[src/design/n64_glue_pkg.sv]
// n64 glue package: loader stream, download word, ram and pif ports, video config types
package n64_glue_pkg;

	// ====================
	// widths and codes
	// ====================

	// byte address width of the cartridge ram channel
	localparam int RAM_ADDR_W = 27;

	// host file index, compared on bits 5..0 only
	// bit 6 selects the upper pif rom half
	localparam logic [5:0] INDEX_PIF      = 6'd0;
	localparam logic [5:0] INDEX_CART_N64 = 6'd1;
	localparam logic [5:0] INDEX_CART_GB  = 6'd2;

	// ====================
	// host and memory ports
	// ====================

	// host loader stream, 16 bit halfwords
	typedef struct packed {
		logic                  download;
		logic [7:0]            index;
		logic [RAM_ADDR_W-1:0] addr;
		logic [15:0]           dout;
		logic                  wr;
	} ioctl_req_t;

	// download word, halfword view for the cart
	typedef struct packed {
		logic [15:0] hi;
		logic [15:0] lo;
	} half_pair_t;

	// download word, byte view for the pif rom
	typedef struct packed {
		logic [7:0] b3;
		logic [7:0] b2;
		logic [7:0] b1;
		logic [7:0] b0;
	} byte_quad_t;

	typedef union packed {
		half_pair_t halves;
		byte_quad_t bytes;
	} download_word_u;

	// single word write to external ram
	typedef struct packed {
		logic                  req;
		logic [RAM_ADDR_W-1:0] addr;
		logic [31:0]           data;
	} ram_wr_t;

	// pif rom write port, 1k words
	typedef struct packed {
		logic        en;
		logic [9:0]  addr;
		logic [31:0] data;
	} pif_wr_t;

	// ====================
	// video
	// ====================

	typedef struct packed {
		logic       is_pal;
		logic       blanks_off;
		logic [1:0] crop;
		logic [1:0] ar_mode;
	} video_cfg_t;

	// hdmi aspect ratio, x over y
	typedef struct packed {
		logic [12:0] arx;
		logic [12:0] ary;
	} aspect_t;

endpackage

[src/design/pif_rom_loader.sv]
// pif rom loader: pairs host halfwords into byte-swapped boot rom words for the pif write port
`timescale 1ns/1ns

module pif_rom_loader (
	input  logic                    clk_1x,
	input  logic                    rst_n,
	input  n64_glue_pkg::ioctl_req_t ioctl,
	output n64_glue_pkg::pif_wr_t    pif_wr
);

	// active flag, one cycle behind download
	logic                         pif_active;
	logic                         en_q;
	logic [9:0]                   addr_q;
	n64_glue_pkg::download_word_u word_q;

	// ====================
	// control
	// ====================
	always_ff @(posedge clk_1x or negedge rst_n) begin
		if (!rst_n) begin
			pif_active <= 1'b0;
			en_q       <= 1'b0;
		end else begin
			pif_active <= ioctl.download && (ioctl.index[5:0] == n64_glue_pkg::INDEX_PIF);
			// one cycle strobe on the second half
			en_q       <= pif_active && ioctl.wr && ioctl.addr[1];
		end
	end

	// ====================
	// word assembly
	// ====================
	always_ff @(posedge clk_1x) begin
		if (pif_active && ioctl.wr) begin
			if (!ioctl.addr[1]) begin
				// first half, swapped into the top bytes
				word_q.bytes.b3 <= ioctl.dout[7:0];
				word_q.bytes.b2 <= ioctl.dout[15:8];
				// bit 6 of index picks the rom half
				addr_q          <= {ioctl.index[6], ioctl.addr[10:2]};
			end else begin
				word_q.bytes.b1 <= ioctl.dout[7:0];
				word_q.bytes.b0 <= ioctl.dout[15:8];
			end
		end
	end

	assign pif_wr.en   = en_q;
	assign pif_wr.addr = addr_q;
	assign pif_wr.data = word_q;

	// back to back second halves would mean a lost first half
	a_en_single: assert property (@(posedge clk_1x) disable iff (!rst_n)
		pif_wr.en |=> !pif_wr.en)
		else $error("pif write enable held for two cycles");

endmodule

[src/design/cart_loader.sv]
// cartridge loader: pairs host halfwords into ram words at the n64 or gb base, stalls host on ram
`timescale 1ns/1ns

module cart_loader #(
	parameter logic [n64_glue_pkg::RAM_ADDR_W-1:0] CART_N64_BASE = 27'd16777216,
	parameter logic [n64_glue_pkg::RAM_ADDR_W-1:0] CART_GB_BASE  = 27'd8388608
) (
	input  logic                     clk_1x,
	input  logic                     rst_n,
	input  n64_glue_pkg::ioctl_req_t ioctl,
	input  logic                     ram_ready,
	output n64_glue_pkg::ram_wr_t    ram_wr,
	output logic                     ioctl_wait,
	output logic                     cart_loaded,
	output logic                     cart_busy
);

	// per type active flags, one cycle behind download
	logic n64_active;
	logic gb_active;
	logic cart_active;
	logic req_q;
	logic wait_q;
	logic loaded_q;

	// payload
	logic [n64_glue_pkg::RAM_ADDR_W-1:0] base;
	logic [n64_glue_pkg::RAM_ADDR_W-1:0] addr_q;
	n64_glue_pkg::download_word_u        word_q;

	assign cart_active = n64_active | gb_active;

	// gb only when the n64 flag is clear
	assign base = n64_active ? CART_N64_BASE : CART_GB_BASE;

	// ====================
	// control and handshake
	// ====================
	always_ff @(posedge clk_1x or negedge rst_n) begin
		if (!rst_n) begin
			n64_active <= 1'b0;
			gb_active  <= 1'b0;
			req_q      <= 1'b0;
			wait_q     <= 1'b0;
			loaded_q   <= 1'b0;
		end else begin
			n64_active <= ioctl.download &&
				(ioctl.index[5:0] == n64_glue_pkg::INDEX_CART_N64);
			gb_active  <= ioctl.download &&
				(ioctl.index[5:0] == n64_glue_pkg::INDEX_CART_GB);
			req_q      <= 1'b0;
			// sticky until reset, gb does not count
			if (n64_active) begin
				loaded_q <= 1'b1;
			end
			if (cart_active) begin
				// word complete, request and hold the host off
				if (ioctl.wr && ioctl.addr[1]) begin
					req_q  <= 1'b1;
					wait_q <= 1'b1;
				end
				// ram took it, release next cycle
				if (ram_ready) begin
					wait_q <= 1'b0;
				end
			end else begin
				wait_q <= 1'b0;
			end
		end
	end

	// ====================
	// word assembly
	// ====================
	always_ff @(posedge clk_1x) begin
		if (cart_active && ioctl.wr) begin
			if (!ioctl.addr[1]) begin
				word_q.halves.lo <= ioctl.dout;
				addr_q           <= ioctl.addr + base;
			end else begin
				word_q.halves.hi <= ioctl.dout;
			end
		end
	end

	assign ram_wr.req  = req_q;
	assign ram_wr.addr = addr_q;
	assign ram_wr.data = word_q;
	assign ioctl_wait  = wait_q;
	assign cart_loaded = loaded_q;
	assign cart_busy   = cart_active;

	// every request opens a stall window
	a_req_wait: assert property (@(posedge clk_1x) disable iff (!rst_n)
		ram_wr.req |-> ioctl_wait)
		else $error("ram request without host wait");

	// host side must honour the stall
	a_no_wr_in_wait: assert property (@(posedge clk_1x) disable iff (!rst_n)
		ioctl_wait |-> !ioctl.wr)
		else $error("host write while wait is high");

endmodule

[src/design/aspect_ratio_sel.sv]
// aspect ratio select: hdmi aspect from standard, crop, blank and aspect mode settings
`timescale 1ns/1ns

module aspect_ratio_sel (
	input  logic                     clk_1x,
	input  logic                     rst_n,
	input  n64_glue_pkg::video_cfg_t cfg,
	output n64_glue_pkg::aspect_t    aspect
);

	// core ratio, tracks the table even while a forced mode is shown
	n64_glue_pkg::aspect_t core_q;
	n64_glue_pkg::aspect_t core_next;

	// ====================
	// core ratio table
	// ====================
	always_comb begin
		// crop 3 keeps the last ratio
		core_next = core_q;
		if (cfg.blanks_off) begin
			core_next = '{arx: 13'd4, ary: 13'd3};
		end else if (cfg.is_pal) begin
			case (cfg.crop)
				2'd0: core_next = '{arx: 13'd512, ary: 13'd387};
				2'd1: core_next = '{arx: 13'd1024, ary: 13'd731};
				2'd2: core_next = '{arx: 13'd2048, ary: 13'd1419};
				default: core_next = core_q;
			endcase
		end else begin
			// ntsc
			case (cfg.crop)
				2'd0: core_next = '{arx: 13'd512, ary: 13'd381};
				2'd1: core_next = '{arx: 13'd1280, ary: 13'd889};
				2'd2: core_next = '{arx: 13'd2560, ary: 13'd1714};
				default: core_next = core_q;
			endcase
		end
	end

	// ====================
	// output register
	// ====================
	always_ff @(posedge clk_1x or negedge rst_n) begin
		if (!rst_n) begin
			core_q <= '{arx: 13'd4, ary: 13'd3};
			aspect <= '{arx: 13'd4, ary: 13'd3};
		end else begin
			core_q <= core_next;
			// modes 1..3 pass a scaler code, y zero
			if (cfg.ar_mode != 2'd0) begin
				aspect.arx <= {11'd0, cfg.ar_mode - 2'd1};
				aspect.ary <= 13'd0;
			end else begin
				aspect <= core_next;
			end
		end
	end

endmodule

[src/design/pad_port_mux.sv]
// pad port mux: routes the snac controller line to one of four user port pins
`timescale 1ns/1ns

module pad_port_mux (
	input  logic       clk_1x,
	input  logic       rst_n,
	input  logic       snac_en,
	input  logic [1:0] pad_index,
	input  logic       pad_tx,
	input  logic [6:0] user_in,
	output logic [6:0] user_out,
	output logic       pad_rx
);

	logic [2:0] pin_sel;
	logic [6:0] out_next;

	// pad to pin map, d- d+ rx- rx+
	always_comb begin
		case (pad_index)
			2'd0: pin_sel = 3'd1;
			2'd1: pin_sel = 3'd0;
			2'd2: pin_sel = 3'd5;
			default: pin_sel = 3'd4;
		endcase
	end

	// open drain, 1 releases the pin
	// unselected pads released too, so 2, 3 and 6 stay high
	always_comb begin
		out_next          = 7'h7f;
		out_next[pin_sel] = pad_tx;
	end

	// ====================
	// registered pins
	// ====================
	always_ff @(posedge clk_1x or negedge rst_n) begin
		if (!rst_n) begin
			user_out <= 7'h7f;
			pad_rx   <= 1'b1;
		end else if (snac_en) begin
			user_out <= out_next;
			pad_rx   <= user_in[pin_sel];
		end else begin
			// snac off, rx keeps its last sample
			user_out <= 7'h7f;
		end
	end

endmodule

[src/design/n64_glue_top.sv]
// n64 glue top: loader, aspect and controller port blocks on the core clock
`timescale 1ns/1ns

module n64_glue_top #(
	parameter logic [n64_glue_pkg::RAM_ADDR_W-1:0] CART_N64_BASE = 27'd16777216,
	parameter logic [n64_glue_pkg::RAM_ADDR_W-1:0] CART_GB_BASE  = 27'd8388608
) (
	input  logic                     clk_1x,
	input  logic                     rst_n,
	// host loader
	input  n64_glue_pkg::ioctl_req_t ioctl,
	input  logic                     ram_ready,
	output n64_glue_pkg::ram_wr_t    ram_wr,
	output logic                     ioctl_wait,
	output logic                     cart_loaded,
	output logic                     cart_busy,
	output n64_glue_pkg::pif_wr_t    pif_wr,
	// video
	input  n64_glue_pkg::video_cfg_t video_cfg,
	output n64_glue_pkg::aspect_t    aspect,
	// controller port
	input  logic                     snac_en,
	input  logic [1:0]               pad_index,
	input  logic                     pad_tx,
	input  logic [6:0]               user_in,
	output logic [6:0]               user_out,
	output logic                     pad_rx
);

	// ====================
	// download
	// ====================
	pif_rom_loader u_pif_rom_loader (
		.clk_1x (clk_1x),
		.rst_n  (rst_n),
		.ioctl  (ioctl),
		.pif_wr (pif_wr)
	);

	cart_loader #(
		.CART_N64_BASE (CART_N64_BASE),
		.CART_GB_BASE  (CART_GB_BASE)
	) u_cart_loader (
		.clk_1x      (clk_1x),
		.rst_n       (rst_n),
		.ioctl       (ioctl),
		.ram_ready   (ram_ready),
		.ram_wr      (ram_wr),
		.ioctl_wait  (ioctl_wait),
		.cart_loaded (cart_loaded),
		.cart_busy   (cart_busy)
	);

	// ====================
	// video and pads
	// ====================
	aspect_ratio_sel u_aspect_ratio_sel (
		.clk_1x (clk_1x),
		.rst_n  (rst_n),
		.cfg    (video_cfg),
		.aspect (aspect)
	);

	pad_port_mux u_pad_port_mux (
		.clk_1x    (clk_1x),
		.rst_n     (rst_n),
		.snac_en   (snac_en),
		.pad_index (pad_index),
		.pad_tx    (pad_tx),
		.user_in   (user_in),
		.user_out  (user_out),
		.pad_rx    (pad_rx)
	);

endmodule

[config.mk]
export PLATFORM = sky130hd
export DESIGN_NAME = n64_glue_top
export DESIGN_NICKNAME = d
export VERILOG_FILES = /design/src/design/n64_glue_pkg.sv /design/src/design/pif_rom_loader.sv /design/src/design/cart_loader.sv /design/src/design/aspect_ratio_sel.sv /design/src/design/pad_port_mux.sv /design/src/design/n64_glue_top.sv
export SDC_FILE = /design/constraint.sdc
export NUM_CORES = 1
export LEC_CHECK = 0
export BUFFER_PORTS_ARGS = -buffer_cell sky130_fd_sc_hd__buf_2
export CAP_MARGIN = 20
export CELL_PAD_IN_SITES_DETAIL_PLACEMENT = 1
export CELL_PAD_IN_SITES_GLOBAL_PLACEMENT = 2
export CORE_ASPECT_RATIO = 2
export CORE_UTILIZATION = 25
export CTS_CLUSTER_SIZE = 40
export DETAILED_ROUTE_END_ITERATION = 6
export GPL_ROUTABILITY_DRIVEN = 0
export PLACE_DENSITY_LB_ADDON = 0.1
export SLEW_MARGIN = 20
export SYNTH_ARGS = -nofsm -noshare
export SYNTH_HDL_FRONTEND = slang
export SYNTH_HIERARCHICAL = 1
export SYNTH_SLANG_ARGS = --single-unit
[constraint.sdc]
create_clock -name clk_1x -period 11.7 [get_ports clk_1x]
set_input_delay 2.925 -clock clk_1x [delete_from_list [all_inputs] [get_ports clk_1x]]
set_output_delay 2.925 -clock clk_1x [all_outputs]
set_load 0.005 [all_outputs]
# After elaboration in Yosys (flattened, before gate mapping)
# Index checks and enable logic that the tools add are counted.
# totals
register_bits	168
in_bits	73
out_inout_bits	140
# op_classes
add_sub_neg	2
magnitude_cmp	2
n_eq_ne	7
mux	17
bitwise	4
n_reduce_logical	16
# ops
cell	count
$pmux W26 S3	2
$mux W26	3
$add A27 B27 Y27	1
$mux W25	1
$pmux W3 S3	1
$logic_and A1 B1 Y1	8
$reduce_and A2 Y1	4
$mux W1	7
$mux W7	1
$not A7 Y7	1
$or A7 B7 Y7	1
$eq A6 B1 Y1 const B	1
$eq A6 B2 Y1 const B	1
$logic_not A6 Y1	1
$eq A2 B1 Y1 const B	2
$eq A2 B2 Y1 const B	2
$logic_not A2 Y1	2
$lt A3 B4 Y1 const B	1
$bmux W1 S3	1
$demux W1 S3	1
$ge A3 B1 Y1 const B	1
$ne A3 B3 Y1 const B	1
$reduce_bool A2 Y1	1
$sub A2 B1 Y2 const B	1
other kinds (2)	2

# Longest topological paths before layout
# depth
word_depth	9
mapped_depth	5

# Cells and area by module
# Netlist, hierarchy kept.
# modules_own_cells
mod	instances	cells_per_inst	area_each_um2	seq_area_each_um2
cart_loader	1	89	2077.0	1896.8
aspect_ratio_sel	1	170	2072.0	1308.8
pif_rom_loader	1	51	1348.8	1311.3
pad_port_mux	1	21	254.0	131.4

# Worst setup path before layout
# Ideal clock, no wire load.
# synth_timing
path_kind	input port to flip-flop
from	input port ioctl[18] in the netlist's numbering
to	register u_cart_loader/addr_q[0] in the netlist's numbering (enable)
setup_ps	506
arrival_ps	6118
required_ps	11194
slack_ps	5075
path_stages	1
n_path_buf	0
path_cell_list	nor3b_1
# synth_via
elab_chain_len	2
# synth_rtl
item	line_no	text
from (decl)	n64_glue_top.sv:11	input n64_glue_pkg::ioctl_req_t ioctl,
$not A1 Y1 (no source line)	-	
$reduce_and A2 Y1 (no source line)	-	
to (signal assigned)	cart_loader.sv:79	addr_q <= ioctl.addr + base;
to (decl)	cart_loader.sv:28	logic [n64_glue_pkg::RAM_ADDR_W-1:0] addr_q;
# No other way between the ends.
# A chain may end at the register's enable or synchronous reset.

# Final worst setup path
# layout_timing
from	input port video_cfg[3] in the netlist's numbering
to	register, netlist name u_aspect_ratio_sel/aspect[13]
# layout_via
elab_chain_len	5
# layout_rtl
item	line_no	text
from (decl)	n64_glue_top.sv:19	input n64_glue_pkg::video_cfg_t video_cfg,
$eq A2 B2 Y1 (tied with other cells)	aspect_ratio_sel.sv:24, aspect_ratio_sel.sv:32	
$pmux W26 S3 (on tied branches)	aspect_ratio_sel.sv:32, aspect_ratio_sel.sv:24	
$mux W26 *	aspect_ratio_sel.sv:23	end else if (cfg.is_pal) begin
$mux W26 *	aspect_ratio_sel.sv:21	if (cfg.blanks_off) begin
$mux W26 *	aspect_ratio_sel.sv:51	if (cfg.ar_mode != 2'd0) begin
# Mark *: on every way between the ends. The rest lies on a longest branch, timed or not.

==> results.md <==
* FF-to-FF setup slack at 9.98 ns
* Initial DRT Pass Iterations at 4
* Diodes inserted at 0
* # rows at 78
* Buf+Inv Stages, Crit Path at 1
* Yosys reg bits at 165
* Data arrival time of the worst path at 4.89 ns
* Pleak at 3.34 nW
* # nets final at 628
* Crit path cell chain: buf_2 > ha_1 > nor2b_2 > a21oi_1 > nor2_1
* Initial core utilization at 0.254
* Latest clock arrival within the worst-skew pair at 0.43 ns
* Synth Instances at 331
* Clk root buf: clkbuf_16
* Critical path's top delay family: adder cells
* Distinct cells, synth at 47
* Tcrit/Tclk final at 0.388
* RSZ-0062 raised after global routing: no
* Worst Path Required at 12.05 ns
* Status: complete, no violations
* Maximum number of pins on one net before global-route repair at 65
* Worst r2r src: u_cart_loader/n64_active$_DFF_PN0_
* CP Launch Type: primary input
* Starting DRT DRC Count at 77
* Total negative slack at 0 ns
* Fill cells at 2455
* Placeable Area at 0.0226 mm^2
* Die X at 109 um
* Worst rel slew slack at 0.318
* CP max-delay cell: ha_1
* Post_cts resized at 0
* MaxCap Viol Count at 0
* Hold Path End: u_aspect_ratio_sel/core_q[25]$_DFF_PN0_
* Power Dens Cells at 163 mW/mm^2
* Non-filler instance count after layout at 838
* Synthesis-to-layout area growth at 33.1%
* Most common cell after layout, fill and taps aside: buf_2
* CP startpoint: video_cfg[3]
* Num Clock Sinks at 165
* Dpl cells at 806
* H-Tree Depth at 4
* First-pass GRT wire length at 21400 um
* Worst Max-Slew Pin Slew at 1.02 ns
* F_max at 220 MHz
* CTS Buf Count at 17
* Hold Path Class: register to register
* I/O Buffers at 205
* Final Skew at 0.00857 ns
* Hold depth at 1
* Crit path capture type: register
* VDD IR max at 0.0000825 V
* Post-synthesis sequential area ratio at 0.808
* CTS clk-pin slew, worst paths at 0.07 ns
* Initial antenna violation count at 0
* CP max stage delay at 0.84 ns
* GRT Total Usage at 0.124
* Max clock buf depth at 2
* Residual DRC at 0
* Share of cells above drive strength 1 at 0.464
* Worst-path maximum fanout at 24
* Period minus WS final at 4.54 ns
* Final-report setup violation count at 0
* Cell Area, Synth at 0.00575 mm^2
* R2r endpoint: u_cart_loader/word_q[28]$_DFFE_PP_
* Setup CP Type: primary input to register
* Via count at 3531
* Yosys warning count at 6
* GRT overflow at 0
* Die Y at 217 um
* Hold Crit Start: u_aspect_ratio_sel/core_q[25]$_DFF_PN0_
* Syn_area_per_cell at 17.4 um^2
* Antenna Nets Post-Route at 0
* Most frequent cells in the layout: buf_2, edfxtp_1, dfrtp_1
* Vias in the first global route at 3837
* I/O Pins at 213
* Reg2Reg Depth at 3
* Routed WL per cell at 16.8 um
* Final hold violation count at 0
* Slew Limit Fails at 0
* Vias per cell at 4.21
* Total Routed Length at 14100 um
* TritonCTS clock tree: yes
* Die area at 0.0237 mm^2
* Post-DP HPWL at 10100 um
* Buffer count from post-CTS setup fixing at 0
* Hold buffer count at CTS at 0
[cell type report]
class / count / area, um^2 / share of cell area
tap: 280 / 350 / 0.0458
timing repair buffer: 208 / 1050 / 0.137
clock inverter: 11 / 151 / 0.0198
inverter: 12 / 45.0 / 0.00588
multi-input combinational: 141 / 972 / 0.127
clock buffer: 21 / 440 / 0.0575
sequential: 165 / 4650 / 0.607
[layer usage]
layer,GRT usage,vias to the layer above,part of all wire
met5,0,-,0
met2,0.224,152,0.54
li1,-,1608,-
met3,0.0319,16,0.068
met1,0.127,1755,0.36
met4,0.0667,0,0.025
[report_power, final]
group	total (mW)	internal [mW]	switching [mW]
logic	0.0546	0.0221	0.0325
registers	0.631	0.628	0.00224
clock network	0.561	0.337	0.224
[cells in the mapped netlist (all sizes together)]
cell type | n | area share
a21boi | 1 | 0.0013
a21o | 1 | 0.0013
a21oi | 7 | 0.0061
a221oi | 1 | 0.0026
a22o | 1 | 0.0015
a2bb2oi | 1 | 0.0015
a31oi | 1 | 0.0011
and2 | 14 | 0.015
and3 | 12 | 0.013
buf | 14 | 0.017
clkbuf | 1 | 0.00065
conb | 1 | 0.00065
dfrtp | 53 | 0.23
dfstp | 11 | 0.050
edfxtp | 101 | 0.53
fa | 1 | 0.0035
ha | 9 | 0.020
inv | 12 | 0.0078
mux2 | 3 | 0.0072
mux2i | 6 | 0.010
nand2 | 8 | 0.0052
nand2b | 5 | 0.0054
nand3 | 5 | 0.0052
nand4b | 1 | 0.0015
nor2 | 23 | 0.015
nor2b | 4 | 0.0043
nor3 | 10 | 0.0087
nor3b | 2 | 0.0026
nor4 | 6 | 0.0098
nor4b | 2 | 0.0030
o21a | 1 | 0.0013
o21ai | 2 | 0.0017
o2bb2ai | 1 | 0.0015
o311ai | 1 | 0.0028
o31ai | 2 | 0.0035
or2 | 2 | 0.0022
or3 | 2 | 0.0022
or3b | 1 | 0.0015
or4b | 1 | 0.0017
xnor2 | 1 | 0.0015
[state kept, by name, indices dropped and copies added (netlist names)]
name                         flops
u_pif_rom_loader/pif_active      1
u_cart_loader/ioctl_wait         1
u_cart_loader/n64_active         1
u_pad_port_mux/user_out          4
u_aspect_ratio_sel/core_q       26
u_cart_loader/cart_loaded        1
u_pif_rom_loader/addr_q         10
u_aspect_ratio_sel/aspect       26
u_cart_loader/gb_active          1
u_pif_rom_loader/word_q         32
u_pad_port_mux/pad_rx            1
u_cart_loader/req_q              1
u_cart_loader/addr_q            27
u_pif_rom_loader/en_q            1
u_cart_loader/word_q            32
[worst reg2reg max path, cell delays in order (launching register included)]
cell and delay (ns):
dfrtp_1 0.39, nor2_1 0.10, inv_1 0.09, and3_1 0.76
[through the flow]
stage	hold slack (ns)	setup WS, ns	cell area [um^2]	total power, mW	utilization
finish	0.483	7.16	7660	1.25	0.338
global placement	0.460	6.52	7060	0.696	0.312
detailed placement	0.467	6.40	7060	0.699	0.312
floorplan	0.444	5.08	5760	0.668	-
global route	0.506	6.96	7660	1.30	0.338
CTS	0.485	6.85	7650	1.27	0.338
[how the worst max path moves through the flow]
stage,cells past startpoint,slack [ns],to
detailed placement,5,6.40,u_aspect_ratio_sel/aspect[13]$_DFF_PN0_
CTS,5,6.85,u_aspect_ratio_sel/aspect[13]$_DFF_PN0_
global placement,5,6.52,u_aspect_ratio_sel/aspect[13]$_DFF_PN0_
floorplan,1,5.08,u_cart_loader/addr_q[0]$_DFFE_PP_
global route,5,6.96,u_aspect_ratio_sel/aspect[13]$_DFF_PN0_
finish,5,7.16,u_aspect_ratio_sel/aspect[13]$_DFF_PN0_
[logic make-up (layout without fill, tap and decap cells)]
| logic type | after synthesis | in the layout | synth area share |
|---|---|---|---|
| flops | 165 | 165 | 0.808 |
| simple gates | 98 | 98 | 0.0968 |
| buf+inv | 27 | 252 | 0.0259 |
| compound gates | 20 | 20 | 0.0263 |
| fa+ha+maj | 10 | 10 | 0.0231 |
| mux | 9 | 9 | 0.0176 |
| other cells | 1 | 3 | 0.000652 |
| xor+xnor | 1 | 1 | 0.00152 |
No activity file was read; power rests on OpenSTA's default activity.
